### src/rtl/insn_decode_settings.svh
`ifndef INSN_DECODE_SETTINGS_SVH
`define INSN_DECODE_SETTINGS_SVH

// number of byte slots in the fetch queue
`define FIFO_DEPTH 16

// width of the queue read and write pointers, log2 of the depth
`define FIFO_ADDR_BITS 4

`endif

### src/rtl/insn_decode_pkg.sv
`default_nettype none

package insn_decode_pkg;

    // repeat prefix carried with a string instruction
    typedef enum logic [1:0] {
        REP_PREFIX_NONE,
        REP_PREFIX_E,
        REP_PREFIX_NE
    } rep_prefix_t;

    // segment registers in the order of the override prefix encoding
    typedef enum logic [1:0] {
        ES,
        CS,
        SS,
        DS
    } sr_t;

    // an immediate or displacement, filled a byte at a time and read as one word
    typedef union packed {
        logic [15:0] value;
        struct packed {
            logic [7:0] hi;
            logic [7:0] lo;
        } bytes;
    } imm_word_t;

    // one fully decoded instruction as handed to the consumer
    typedef struct packed {
        logic [7:0] opcode;
        logic has_modrm;
        logic [7:0] mod_rm;
        logic [15:0] displacement;
        imm_word_t [1:0] immediates;
        logic lock;
        rep_prefix_t rep;
        logic has_segment_override;
        sr_t segment;
        logic [7:0] length;
    } instruction_t;

endpackage

`default_nettype wire

### src/rtl/byte_fifo.sv
`timescale 1ns/1ps
`default_nettype none

`include "insn_decode_settings.svh"

module byte_fifo (
    input logic clk,
    input logic reset,
    input logic flush,
    input logic wr_en,
    input logic [7:0] wr_data,
    input logic rd_en,
    output logic [7:0] rd_data,
    output logic empty,
    output logic full
);

    logic [7:0] mem [`FIFO_DEPTH];
    logic [`FIFO_ADDR_BITS-1:0] wr_ptr;
    logic [`FIFO_ADDR_BITS-1:0] rd_ptr;
    logic [`FIFO_ADDR_BITS:0] count;
    logic do_wr;
    logic do_rd;

    // writes into a full queue and reads from an empty one are ignored
    assign do_wr = wr_en && !full;
    assign do_rd = rd_en && !empty;

    assign empty = count == '0;
    assign full = count == (`FIFO_ADDR_BITS+1)'(`FIFO_DEPTH);

    // the head byte is always visible so the decoder can look before it pops
    assign rd_data = mem[rd_ptr];

    always_ff @(posedge clk or posedge reset) begin
        if (reset) begin
            wr_ptr <= '0;
            rd_ptr <= '0;
            count <= '0;
        end else if (flush) begin
            wr_ptr <= '0;
            rd_ptr <= '0;
            count <= '0;
        end else begin
            if (do_wr)
                wr_ptr <= wr_ptr + 1'b1;
            if (do_rd)
                rd_ptr <= rd_ptr + 1'b1;
            case ({do_wr, do_rd})
                2'b10: count <= count + 1'b1;
                2'b01: count <= count - 1'b1;
                default: ;
            endcase
        end
    end

    always_ff @(posedge clk) begin
        if (do_wr)
            mem[wr_ptr] <= wr_data;
    end

endmodule

`default_nettype wire

### src/rtl/opcode_table.sv
`timescale 1ns/1ps
`default_nettype none

module opcode_table (
    input logic [7:0] opcode,
    input logic [2:0] modrm_reg,
    output logic has_modrm,
    output logic [1:0] immed_count,
    output logic first_is_8bit,
    output logic second_is_8bit
);

    always_comb begin
        has_modrm = 1'b0;
        immed_count = 2'd0;
        first_is_8bit = 1'b0;
        second_is_8bit = 1'b0;

        if (opcode[7:6] == 2'b00) begin
            // arithmetic block, the low three bits pick the operand form
            case (opcode[2:0])
                3'd0, 3'd1, 3'd2, 3'd3: has_modrm = 1'b1;
                3'd4: begin
                    immed_count = 2'd1;
                    first_is_8bit = 1'b1;
                end
                3'd5: immed_count = 2'd1;
                default: ;
            endcase
        end else begin
            casez (opcode)
                8'h80, 8'h83: begin
                    has_modrm = 1'b1;
                    immed_count = 2'd1;
                    first_is_8bit = 1'b1;
                end
                8'h81: begin
                    has_modrm = 1'b1;
                    immed_count = 2'd1;
                end
                // mov r/m forms, shifts and the inc/dec group
                8'b1000_10??, 8'b1101_00??, 8'hfe, 8'hff: has_modrm = 1'b1;
                8'b1011_0???: begin
                    immed_count = 2'd1;
                    first_is_8bit = 1'b1;
                end
                8'b1011_1???: immed_count = 2'd1;
                8'hc6: begin
                    has_modrm = 1'b1;
                    immed_count = 2'd1;
                    first_is_8bit = 1'b1;
                end
                8'hc7: begin
                    has_modrm = 1'b1;
                    immed_count = 2'd1;
                end
                // only the test form of this group carries an immediate
                8'hf6: begin
                    has_modrm = 1'b1;
                    if (modrm_reg == 3'd0) begin
                        immed_count = 2'd1;
                        first_is_8bit = 1'b1;
                    end
                end
                8'hf7: begin
                    has_modrm = 1'b1;
                    if (modrm_reg == 3'd0)
                        immed_count = 2'd1;
                end
                8'he8, 8'he9: immed_count = 2'd1;
                8'heb, 8'hcd: begin
                    immed_count = 2'd1;
                    first_is_8bit = 1'b1;
                end
                // enter takes a frame size word and then a nesting level byte
                8'hc8: begin
                    immed_count = 2'd2;
                    second_is_8bit = 1'b1;
                end
                default: ;
            endcase
        end
    end

endmodule

`default_nettype wire

### src/rtl/immed_reader.sv
`timescale 1ns/1ps
`default_nettype none

module immed_reader (
    input logic clk,
    input logic reset,
    input logic flush,
    input logic req_rd,
    input logic fifo_empty,
    input logic [7:0] fifo_rd_data,
    output logic fifo_rd_en,
    input logic immed_start,
    input logic immed_is_8bit,
    output logic immed_complete,
    output insn_decode_pkg::imm_word_t immediate
);

    // bytes still to pop for the current immediate
    logic [1:0] count;
    logic wide;
    logic pop;
    insn_decode_pkg::imm_word_t word;

    // the decoder only gets the read port while no immediate is in flight
    assign fifo_rd_en = (count == 2'd0) ? req_rd : !fifo_empty;
    assign pop = (count != 2'd0) && !fifo_empty;
    assign immed_complete = (count == 2'd1) && !fifo_empty;

    always_ff @(posedge clk or posedge reset) begin
        if (reset) begin
            count <= 2'd0;
            wide <= 1'b0;
        end else if (flush) begin
            count <= 2'd0;
            wide <= 1'b0;
        end else if (immed_start) begin
            count <= immed_is_8bit ? 2'd1 : 2'd2;
            wide <= !immed_is_8bit;
        end else if (pop) begin
            count <= count - 2'd1;
        end
    end

    // the first of two bytes is parked in the low half
    always_ff @(posedge clk) begin
        if (immed_start)
            word <= '0;
        else if (pop && count == 2'd2)
            word.bytes.lo <= fifo_rd_data;
    end

    // the last byte goes straight to the output so the word is valid on complete
    always_comb begin
        immediate = word;
        if (count == 2'd1) begin
            if (wide)
                immediate.bytes.hi = fifo_rd_data;
            else
                immediate.bytes.lo = fifo_rd_data;
        end
    end

endmodule

`default_nettype wire

### src/rtl/insn_decoder.sv
`timescale 1ns/1ps
`default_nettype none

module insn_decoder (
    input logic clk,
    input logic reset,
    input logic flush,
    input logic stall,
    input logic nearly_full,
    input logic fifo_empty,
    input logic [7:0] fifo_rd_data,
    output logic req_rd,
    output logic [7:0] table_opcode,
    output logic [2:0] table_reg,
    input logic has_modrm,
    input logic [1:0] immed_count,
    input logic first_is_8bit,
    input logic second_is_8bit,
    output logic immed_start,
    output logic immed_is_8bit,
    input logic immed_complete,
    input insn_decode_pkg::imm_word_t immediate,
    output insn_decode_pkg::instruction_t instruction,
    output logic complete
);

    typedef enum logic [2:0] {
        OPCODE,
        MODRM,
        DISPLACEMENT,
        IMMED1,
        IMMED2,
        WAIT_SPACE
    } state_t;

    state_t state;
    state_t next_state;
    insn_decode_pkg::instruction_t cur;
    insn_decode_pkg::instruction_t next_cur;
    logic finish;
    logic start_imm;
    logic start_8bit;
    logic hold;
    logic pending;
    logic load_new;
    logic release_held;
    logic [7:0] imm_len;

    function automatic logic has_displacement(input logic [7:0] m);
        has_displacement = (m[7:6] == 2'b00 && m[2:0] == 3'b110) || ^m[7:6];
    endfunction

    // the consumer still owns the output record
    assign hold = complete && stall;
    assign load_new = finish && !hold && !flush;
    assign release_held = pending && state == WAIT_SPACE && !stall && !flush;
    assign imm_len = immed_is_8bit ? 8'd1 : 8'd2;

    // table lookups use the live byte until the opcode and mod r/m are stored
    always_comb begin
        case (state)
            OPCODE: begin
                table_opcode = fifo_rd_data;
                table_reg = 3'd0;
            end
            MODRM: begin
                table_opcode = cur.opcode;
                table_reg = fifo_rd_data[5:3];
            end
            default: begin
                table_opcode = cur.opcode;
                table_reg = cur.mod_rm[5:3];
            end
        endcase
    end

    always_comb begin
        next_cur = cur;
        next_state = state;
        finish = 1'b0;
        start_imm = 1'b0;
        start_8bit = 1'b0;
        req_rd = 1'b0;

        case (state)
            OPCODE: begin
                if (!fifo_empty) begin
                    req_rd = 1'b1;
                    next_cur.length = cur.length + 8'd1;
                    casez (fifo_rd_data)
                        8'hf0: next_cur.lock = 1'b1;
                        8'hf2: next_cur.rep = insn_decode_pkg::REP_PREFIX_NE;
                        8'hf3: next_cur.rep = insn_decode_pkg::REP_PREFIX_E;
                        // bits 4:3 of the override prefix name the segment
                        8'b001?_?110: begin
                            next_cur.has_segment_override = 1'b1;
                            next_cur.segment = insn_decode_pkg::sr_t'(fifo_rd_data[4:3]);
                        end
                        default: begin
                            next_cur.opcode = fifo_rd_data;
                            next_cur.has_modrm = has_modrm;
                            if (has_modrm) begin
                                next_state = MODRM;
                            end else if (immed_count != 2'd0) begin
                                next_state = IMMED1;
                                start_imm = 1'b1;
                                start_8bit = first_is_8bit;
                            end else begin
                                finish = 1'b1;
                            end
                        end
                    endcase
                end
            end
            MODRM: begin
                if (!fifo_empty) begin
                    req_rd = 1'b1;
                    next_cur.length = cur.length + 8'd1;
                    next_cur.mod_rm = fifo_rd_data;
                    if (has_displacement(fifo_rd_data)) begin
                        next_state = DISPLACEMENT;
                        start_imm = 1'b1;
                        start_8bit = fifo_rd_data[7:6] == 2'b01;
                    end else if (immed_count != 2'd0) begin
                        next_state = IMMED1;
                        start_imm = 1'b1;
                        start_8bit = first_is_8bit;
                    end else begin
                        finish = 1'b1;
                    end
                end
            end
            DISPLACEMENT: begin
                if (immed_complete) begin
                    next_cur.displacement = immediate.value;
                    next_cur.length = cur.length + imm_len;
                    if (immed_count != 2'd0) begin
                        next_state = IMMED1;
                        start_imm = 1'b1;
                        start_8bit = first_is_8bit;
                    end else begin
                        finish = 1'b1;
                    end
                end
            end
            IMMED1: begin
                if (immed_complete) begin
                    next_cur.immediates[0].value = immediate.value;
                    next_cur.length = cur.length + imm_len;
                    if (immed_count == 2'd2) begin
                        next_state = IMMED2;
                        start_imm = 1'b1;
                        start_8bit = second_is_8bit;
                    end else begin
                        finish = 1'b1;
                    end
                end
            end
            IMMED2: begin
                if (immed_complete) begin
                    next_cur.immediates[1].value = immediate.value;
                    next_cur.length = cur.length + imm_len;
                    finish = 1'b1;
                end
            end
            WAIT_SPACE: begin
                if (!stall)
                    next_state = OPCODE;
            end
            default: next_state = OPCODE;
        endcase

        if (finish)
            next_state = (nearly_full || stall) ? WAIT_SPACE : OPCODE;
    end

    always_ff @(posedge clk or posedge reset) begin
        if (reset) begin
            state <= OPCODE;
            complete <= 1'b0;
            immed_start <= 1'b0;
            immed_is_8bit <= 1'b0;
            pending <= 1'b0;
            cur <= '0;
        end else if (flush) begin
            state <= OPCODE;
            complete <= 1'b0;
            immed_start <= 1'b0;
            immed_is_8bit <= 1'b0;
            pending <= 1'b0;
            cur <= '0;
        end else begin
            state <= next_state;
            immed_start <= start_imm;
            if (start_imm)
                immed_is_8bit <= start_8bit;

            // the consumer takes the record on a cycle where stall is low
            if (complete && !stall)
                complete <= 1'b0;

            if (load_new) begin
                complete <= 1'b1;
                cur <= '0;
            end else if (finish) begin
                // finished while the output is held, so park it until stall drops
                pending <= 1'b1;
                cur <= next_cur;
            end else if (release_held) begin
                complete <= 1'b1;
                pending <= 1'b0;
                cur <= '0;
            end else begin
                cur <= next_cur;
            end
        end
    end

    always_ff @(posedge clk) begin
        if (load_new)
            instruction <= next_cur;
        else if (release_held)
            instruction <= cur;
    end

endmodule

`default_nettype wire

### src/rtl/decode_top.sv
`timescale 1ns/1ps
`default_nettype none

module decode_top (
    input logic clk,
    input logic reset,
    input logic flush,
    input logic stall,
    input logic nearly_full,
    input logic fetch_wr_en,
    input logic [7:0] fetch_byte,
    output logic fetch_full,
    output insn_decode_pkg::instruction_t instruction,
    output logic complete
);

    logic rd_en;
    logic [7:0] rd_data;
    logic empty;
    logic req_rd;
    logic [7:0] table_opcode;
    logic [2:0] table_reg;
    logic has_modrm;
    logic [1:0] immed_count;
    logic first_is_8bit;
    logic second_is_8bit;
    logic immed_start;
    logic immed_is_8bit;
    logic immed_complete;
    insn_decode_pkg::imm_word_t immediate;

    byte_fifo fifo_i (
        .clk(clk),
        .reset(reset),
        .flush(flush),
        .wr_en(fetch_wr_en),
        .wr_data(fetch_byte),
        .rd_en(rd_en),
        .rd_data(rd_data),
        .empty(empty),
        .full(fetch_full)
    );

    // the reader arbitrates the single queue read port
    immed_reader reader_i (
        .clk(clk),
        .reset(reset),
        .flush(flush),
        .req_rd(req_rd),
        .fifo_empty(empty),
        .fifo_rd_data(rd_data),
        .fifo_rd_en(rd_en),
        .immed_start(immed_start),
        .immed_is_8bit(immed_is_8bit),
        .immed_complete(immed_complete),
        .immediate(immediate)
    );

    opcode_table table_i (
        .opcode(table_opcode),
        .modrm_reg(table_reg),
        .has_modrm(has_modrm),
        .immed_count(immed_count),
        .first_is_8bit(first_is_8bit),
        .second_is_8bit(second_is_8bit)
    );

    insn_decoder decoder_i (
        .clk(clk),
        .reset(reset),
        .flush(flush),
        .stall(stall),
        .nearly_full(nearly_full),
        .fifo_empty(empty),
        .fifo_rd_data(rd_data),
        .req_rd(req_rd),
        .table_opcode(table_opcode),
        .table_reg(table_reg),
        .has_modrm(has_modrm),
        .immed_count(immed_count),
        .first_is_8bit(first_is_8bit),
        .second_is_8bit(second_is_8bit),
        .immed_start(immed_start),
        .immed_is_8bit(immed_is_8bit),
        .immed_complete(immed_complete),
        .immediate(immediate),
        .instruction(instruction),
        .complete(complete)
    );

endmodule

`default_nettype wire

### config.mk
export PLATFORM = sky130hd
export DESIGN_NAME = decode_top
export DESIGN_NICKNAME = d
export VERILOG_FILES = /design/src/rtl/insn_decode_pkg.sv /design/src/rtl/byte_fifo.sv /design/src/rtl/opcode_table.sv /design/src/rtl/immed_reader.sv /design/src/rtl/insn_decoder.sv /design/src/rtl/decode_top.sv
export VERILOG_INCLUDE_DIRS = /design/src /design/src/rtl
export SDC_FILE = /design/constraint.sdc
export NUM_CORES = 1
export LEC_CHECK = 0
export BUFFER_PORTS_ARGS = -buffer_cell sky130_fd_sc_hd__buf_4
export CORE_ASPECT_RATIO = 0.75
export CORE_MARGIN = 5
export CORE_UTILIZATION = 45
export DETAILED_ROUTE_END_ITERATION = 10
export HOLD_SLACK_MARGIN = 0.1
export PLACE_DENSITY_LB_ADDON = 0.2
export SLEW_MARGIN = 30
export SYNTH_ARGS = -nofsm -noshare
export SYNTH_HDL_FRONTEND = slang
export SYNTH_SLANG_ARGS = --single-unit
### constraint.sdc
create_clock -name clk -period 10.5 [get_ports clk]
set_input_delay 1.575 -clock clk [delete_from_list [all_inputs] [get_ports clk]]
set_output_delay 1.575 -clock clk [all_outputs]
set_load 0.1 [all_outputs]
==> results_dict.tcl, run 1 <==
set metrics [dict create \
    grt_overflow_total 0 \
    async_reset_ff_frac 0.3218 \
    cts.repair_timing.setup_buffer_count 0 \
    status "finished, final reports clean" \
    remaining_number_of_nets_flagged_by_the_antenna_check_after_routing 0 \
    fin_cells 1673 \
    place.gp.congestion 0.9289 \
    cp_max_fanout 20 \
    slew_headroom 0.3965 \
    place_ws_ps 4743 \
    worst_hold_path.endpoint "decoder_i.instruction[9]" \
    post_drt_via_cell_ratio 5.702 \
    h-tree-depth 2 \
    proportion_of_synthesized_area_in_mux_cells 0.1033 \
    cp_data_required_time_ps 10750 \
    startpoint "fifo_i.rd_ptr[2]" \
    synthSimpleGateAreaFrac 0.1120 \
    mostFrequentLayoutCell "sky130_fd_sc_hd__edfxtp_1" \
    initial_utilization 0.4594 \
    synth_xor_xnor_area_share 0.01394 \
    routed_wirelength_mm 35.45 \
    synth_compound_gate_area_share 0.1013 \
    pin_count 95 \
    arrival_ps 6130 \
    maxClockFrequency_ghz 0.1701 \
    postSynthNetCount 1200 \
    setup.worst_path.end_class "flop" \
    floorplan.rows 56 \
    drive_gt1_frac 0.1965 \
    layout_worst_path_cycle_share 0.5598 \
    fin_tns_setup_ps 0 \
    via_count_of_the_first_global_routing_pass 9319 \
    numClockSinks 317 \
    clockBufferDepth 3 \
    r2r_slack_ps 4620 \
    hold_path.startpoint "decoder_i.cur[9]" \
    synthFlopType "sky130_fd_sc_hd__edfxtp_1" \
    clk_root_buffer_cell "sky130_fd_sc_hd__clkbuf_16" \
    dieWidth_um 216.9 \
    worst_setup_hold_path_clk_slew_ps 60 \
    placed_cells 1612 \
    routed_wire_length_per_instance_um 21.19 \
    number_of_antenna_violations_at_the_first_check_in_global_routing 1 \
    drt_drc_violations_left 0 \
    synth-adder-area-share 0.01749 \
    final_cell_area_mm2 0.01658 \
    worst-slew-pin-transition_ps 902.0 \
    synth-warning-count 0 \
    worst_flop_to_flop_path_startpoint "fifo_i.rd_ptr[2]" \
    largest_net_degree_at_the_start_of_global_routing 80 \
    synth.lib_cells_used.distinct 82 \
    synthToLayoutAreaGrowth_pct 14.68 \
    dp_hpwl_mm 23.90 \
    detailedRoute.firstPassIterationCount 5 \
    final_setup_violation_count 0 \
    hold_depth 0 \
    via_count 9539 \
    worstSkewPairLatency_ps 520 \
    main_combinational_cell_family_by_area_after_synthesis "simple AND/OR/NAND/NOR gates" \
    chipHeight_um 165.2 \
    cts.hold.buffers_added 0 \
    unrepaired_setup_endpoints_after_global_routing "no" \
    total_die_area_mm2 0.03584 \
    finalNetCount 1275 \
    reg2regPathDepth 16 \
    drt_iter0_drc 832 \
    postSynthRegisterBits 317 \
    critPathKind "flop to flop" \
    timing_hold_violations_final 0 \
    placedInstanceArea_mm2 0.01549 \
    yosysSeqAreaShare 0.6177 \
    cap_violations 0 \
    timing.hold.worst.class "flop to flop" \
    synth.avg_cell_area_um2 12.39 \
    final_cell_mix "sky130_fd_sc_hd__edfxtp_1 (207), sky130_fd_sc_hd__nor2_1 (176), sky130_fd_sc_hd__buf_4 (107)" \
    leakagePower_nw 6.323 \
    power_density_mw_per_mm2 329.5 \
    synthCells 1167 \
    slew_violations 0 \
    worstSetupStartpointType "flop" \
    numCtsBuffers 34 \
    grt_first_pass_wirelength_mm 55.06 \
    layout_min_cycle_time_ps 5878 \
    global_route.usage.total 0.1971 \
    filler_cell_count 2690 \
    cts.repair.resized 0 \
    worst_hold_slack_ps 448.5 \
    placeableCoreArea_mm2 0.03146 \
    buffers_on_ports 94 \
    netlist_area_mm2 0.01445 \
    critical_path.reg2reg.endpoint "decoder_i.instruction[72]" \
    timing.final.ws_setup_ps 4622 \
    diode_insertion_count_for_antenna_repair 0 \
    synth_edf_count 207 \
    power.ir.vdd_worst_mv 0.2031 \
    tritoncts_clock_tree "yes" \
    fin_skew_ps 25.16 \
]
worst max-delay path, cell delays in order (launching register included):
cell	delay (ps)
sky130_fd_sc_hd__dfrtp_1	670
sky130_fd_sc_hd__nor2b_1	720
sky130_fd_sc_hd__a22o_1	280
sky130_fd_sc_hd__nor3_1	50
sky130_fd_sc_hd__a21oi_1	630
sky130_fd_sc_hd__inv_1	150
sky130_fd_sc_hd__ha_1	240
sky130_fd_sc_hd__inv_1	50
sky130_fd_sc_hd__a41oi_1	50
sky130_fd_sc_hd__nand4_1	220
sky130_fd_sc_hd__o41ai_1	130
sky130_fd_sc_hd__a21oi_2	680
sky130_fd_sc_hd__a31oi_1	260
sky130_fd_sc_hd__nand2_1	120
sky130_fd_sc_hd__o21ai_2	140
sky130_fd_sc_hd__or4b_1	800
sky130_fd_sc_hd__mux2_4	400
final cells by class:
| type | count | area (um^2) | share of cell area |
|---|---|---|---|
| clock buffers | 47 | 960.9 | 0.05797 |
| clock inverters | 14 | 120.1 | 0.007246 |
| repair buffers | 109 | 825.8 | 0.04982 |
| flip-flops and latches | 317 | 8930 | 0.5387 |
| multi-input cells | 743 | 5090 | 0.3071 |
| well taps | 406 | 508.0 | 0.03065 |
| inverters | 37 | 141.4 | 0.008530 |
synth_stat cells, drive strengths merged (11+ instances only):
library cell / number / share of area
a211oi: 24 / 0.012
nand4: 11 / 0.0048
nand3: 15 / 0.0055
nand2b: 12 / 0.0052
inv: 36 / 0.0093
dfrtp: 102 / 0.18
nand2: 76 / 0.020
nor3: 21 / 0.0073
mux4: 15 / 0.023
a22oi: 14 / 0.0083
edfxtp: 207 / 0.43
clkbuf: 46 / 0.012
a21oi: 64 / 0.022
xnor2: 14 / 0.0085
mux2: 38 / 0.031
ha: 17 / 0.015
mux2i: 70 / 0.048
and2: 11 / 0.0048
buf: 24 / 0.013
o21ai: 38 / 0.013
nor2: 188 / 0.050
how the worst max path moves through the flow:
| stage | cells after the start | slack, ps | endpoint |
|---|---|---|---|
| floorplan | 3 | 2300 | decoder_i.instruction[0] |
| detailed placement | 16 | 4740 | decoder_i.instruction[72] |
| CTS | 16 | 4710 | decoder_i.instruction[77] |
| global placement | 16 | 4640 | decoder_i.instruction[60] |
| global route | 16 | 4180 | decoder_i.instruction[72] |
| finish | 16 | 4620 | decoder_i.instruction[72] |
state kept, by name (all words and copies together) (netlist names), 2 cells and up:
name                   count
reader_i.word              8
reader_i.count             2
decoder_i.cur             79
decoder_i.instruction     79
fifo_i.count               5
fifo_i.mem               128
fifo_i.wr_ptr              4
fifo_i.rd_ptr              4
decoder_i.state            3
kinds of logic (layout without fill, tap and decap cells):
group / Yosys count / after routing
AO/OA/AOI/OAI: 213 / 213
flip-flops: 317 / 317
adder cells (fa/ha/maj): 19 / 19
XOR/XNOR: 23 / 23
multiplexers: 123 / 123
AND/OR/NAND/NOR: 365 / 365
buffers and inverters: 107 / 207
layer usage:
metal	vias to the layer above	share of wire	GRT usage
met3	49	0.063	0.03918
met5	-	0.00037	0
li1	4419	-	-
met4	2	0.016	0.04421
met1	4736	0.49	0.3078
met2	333	0.43	0.2861
through the flow:
stage,utilization,power (mW)
global placement,0.4914,4.284
detailed placement,0.4923,4.304
global route,0.5269,5.714
CTS,0.5266,5.475
floorplan,-,3.746
finish,0.5269,5.462
report_power, final:
group          switching, mW  total [mW]  internal (mW)
logic                   1.93        2.58          0.657
clock network          0.476        1.17          0.689
registers              0.121        1.71           1.59
Power figures use the tool's default switching activity.
==> run 2, diff against run 1 <==
==> constraint.sdc (replaced) <==
create_clock -name clk -period 5.3 [get_ports clk]
set_input_delay 0.795 -clock clk [delete_from_list [all_inputs] [get_ports clk]]
set_output_delay 0.795 -clock clk [all_outputs]
set_load 0.1 [all_outputs]
==> run 2 against run 1 <==
Effect of this change:
- utilization rose by 0.44 points
- combinational power grew 100%
- clock power grew 100%
- critical endpoint is now decoder_i.instruction[77]
- sequential cell count is the same
- critical path type unchanged
- sequential power is 99% higher
- power rose by 100%
==> results_dict.tcl, run 2 (synthesis results as in run 1) <==
set metrics [dict create \
    chipHeight_um 165.2 \
    remaining_number_of_nets_flagged_by_the_antenna_check_after_routing 0 \
    dieWidth_um 216.9 \
    filler_cell_count 2698 \
    dp_hpwl_mm 25.12 \
    buffers_on_ports 94 \
    global_route.usage.total 0.2000 \
    critical_path.slowest_cell "sky130_fd_sc_hd__dfrtp_1" \
    maxClockFrequency_ghz 0.2054 \
    grt_overflow_total 0 \
    h-tree-depth 2 \
    numCtsBuffers 34 \
    setup.worst_path.end_class "flop" \
    cts.hold.buffers_added 0 \
    placeableCoreArea_mm2 0.03146 \
    placedInstanceArea_mm2 0.01560 \
    final_setup_violation_count 0 \
    power.ir.vdd_worst_mv 0.5066 \
    clockBufferDepth 3 \
    reg2regPathDepth 12 \
    fin_cells 1686 \
    drt_drc_violations_left 0 \
    worst_hold_slack_ps 380.5 \
    timing.hold.worst.class "input pin to asynchronous set/reset pin" \
    via_count 9522 \
    number_of_antenna_violations_at_the_first_check_in_global_routing 0 \
    cp_data_required_time_ps 5550 \
    synthToLayoutAreaGrowth_pct 15.63 \
    via_count_of_the_first_global_routing_pass 9237 \
    leakagePower_nw 6.408 \
    slew_headroom 0.3285 \
    worst-slew-pin-transition_ps 1004 \
    place.gp.congestion 0.9061 \
    layout_worst_path_cycle_share 0.9184 \
    flip_flop_count_of_the_largest_register_after_layout 128 \
    fin_tns_setup_ps 0 \
    total_power_mw 11.05 \
    finalNetCount 1289 \
    critical_path.reg2reg.endpoint "decoder_i.instruction[77]" \
    power_density_mw_per_mm2 661.0 \
    slew_violations 0 \
    tritoncts_clock_tree "yes" \
    placed_cells 1626 \
    final_cell_mix "sky130_fd_sc_hd__edfxtp_1 (207), sky130_fd_sc_hd__nor2_1 (180), sky130_fd_sc_hd__buf_4 (121)" \
    fin_skew_ps 18.98 \
    worstSkewPairLatency_ps 520 \
    floorplan.rows 56 \
    worstSetupStartpointType "flop" \
    r2r_slack_ps 430 \
    pin_count 95 \
    mostFrequentLayoutCell "sky130_fd_sc_hd__edfxtp_1" \
    numClockSinks 317 \
    arrival_ps 5120 \
    clk_root_buffer_cell "sky130_fd_sc_hd__clkbuf_16" \
    worst_setup_hold_path_clk_slew_ps 60 \
    layout_min_cycle_time_ps 4868 \
    detailedRoute.firstPassIterationCount 5 \
    drive_gt1_frac 0.2016 \
    unrepaired_setup_endpoints_after_global_routing "no" \
    post_drt_via_cell_ratio 5.648 \
    worst_flop_to_flop_path_startpoint "fifo_i.rd_ptr[2]" \
    cts.repair.resized 0 \
    final_cell_area_mm2 0.01671 \
    cap_violations 0 \
    initial_utilization 0.4594 \
    routed_wire_length_per_instance_um 21.30 \
    reg.largest.list "fifo_i.mem: 128 flops, decoder_i.cur: 79 flops, decoder_i.instruction: 79 flops" \
    cts.repair_timing.setup_buffer_count 0 \
    critical_path.max_stage_delay_ps 820 \
    regMostFlops "fifo_i.mem" \
    largest_net_degree_at_the_start_of_global_routing 65 \
    diode_insertion_count_for_antenna_repair 0 \
    total_die_area_mm2 0.03584 \
    grt_first_pass_wirelength_mm 55.68 \
    critical_path.cell_chain "nor2b_1, buf_4, a221oi_1, o21ai_1, o221ai_1, nand3_1, a211oi_1, a211o_1, o21a_1, o21ai_2, or4b_1, mux2_4" \
    routed_wirelength_mm 35.91 \
    cp_max_fanout 20 \
    critPathKind "flop to flop" \
    timing_hold_violations_final 0 \
    drt_iter0_drc 858 \
    status "finished, final reports clean" \
]
-- run 2: cell types whose count changed in the layout (fill, tap and decap cells not counted), sizes merged --
| cell | previous run | this run |
|---|---|---|
| bufinv | 2 | 4 |
| clkbuf | 47 | 49 |
| inv | 37 | 38 |
| clkinv | 12 | 6 |
| buf | 109 | 123 |
-- run 2: worst max-delay path, delay by kind of cell, from the launching register on --
| family | cells | cell delay, ps |
|---|---|---|
| mux | 1 | 400 |
| simple gates | 3 | 1150 |
| compound gates | 7 | 2010 |
| buf+inv | 1 | 200 |
| flops | 1 | 820 |
-- run 2: worst max path at each step --
stage	slack, ps	to	cells after the start	from
finish	430	decoder_i.instruction[77]	12	fifo_i.rd_ptr[2]
CTS	470	decoder_i.instruction[77]	12	fifo_i.rd_ptr[2]
global route	40	decoder_i.instruction[77]	12	fifo_i.rd_ptr[2]
detailed placement	520	decoder_i.instruction[77]	12	fifo_i.rd_ptr[2]
floorplan	680	decoder_i.instruction[0]	19	fifo_i.rd_ptr[0]
global placement	560	decoder_i.instruction[74]	12	fifo_i.rd_ptr[2]
-- run 2: per-layer routing --
metal | global-route usage | vias up | routed length (um)
met5 | 0 | - | 0
met4 | 0.03847 | 0 | 438
met3 | 0.03609 | 36 | 2190
met2 | 0.2899 | 286 | 15400
met1 | 0.3177 | 4755 | 17880
li1 | - | 4445 | -
-- run 2: power breakdown --
group	internal, mW	total [mW]	switching, mW	leakage [nW]
clock	1.43	2.37	0.936	0.538
combinational	1.40	5.28	3.89	2.50
sequential	3.15	3.40	0.246	3.37
-- run 2: stage by stage --
step,utilization,worst slack [ps]
2_1_floorplan,-,677.6
5_1_grt,0.5313,43.46
6_report,0.5313,432.5
4_1_cts,0.5310,465.8
3_5_place_dp,0.4960,519.8
3_3_place_gp,0.4957,556.1
-- run 2: area by class of cell --
cell class | instances | area, um^2 | area share
Sequential cell | 317 | 8930 | 0.5343
Tap cell | 406 | 508.0 | 0.03039
Inverter | 37 | 143.9 | 0.008609
Timing Repair Buffer | 123 | 948.4 | 0.05675
Multi-Input combinational cell | 743 | 5081 | 0.3040
Clock buffer | 49 | 938.4 | 0.05615
Clock inverter | 11 | 163.9 | 0.009807
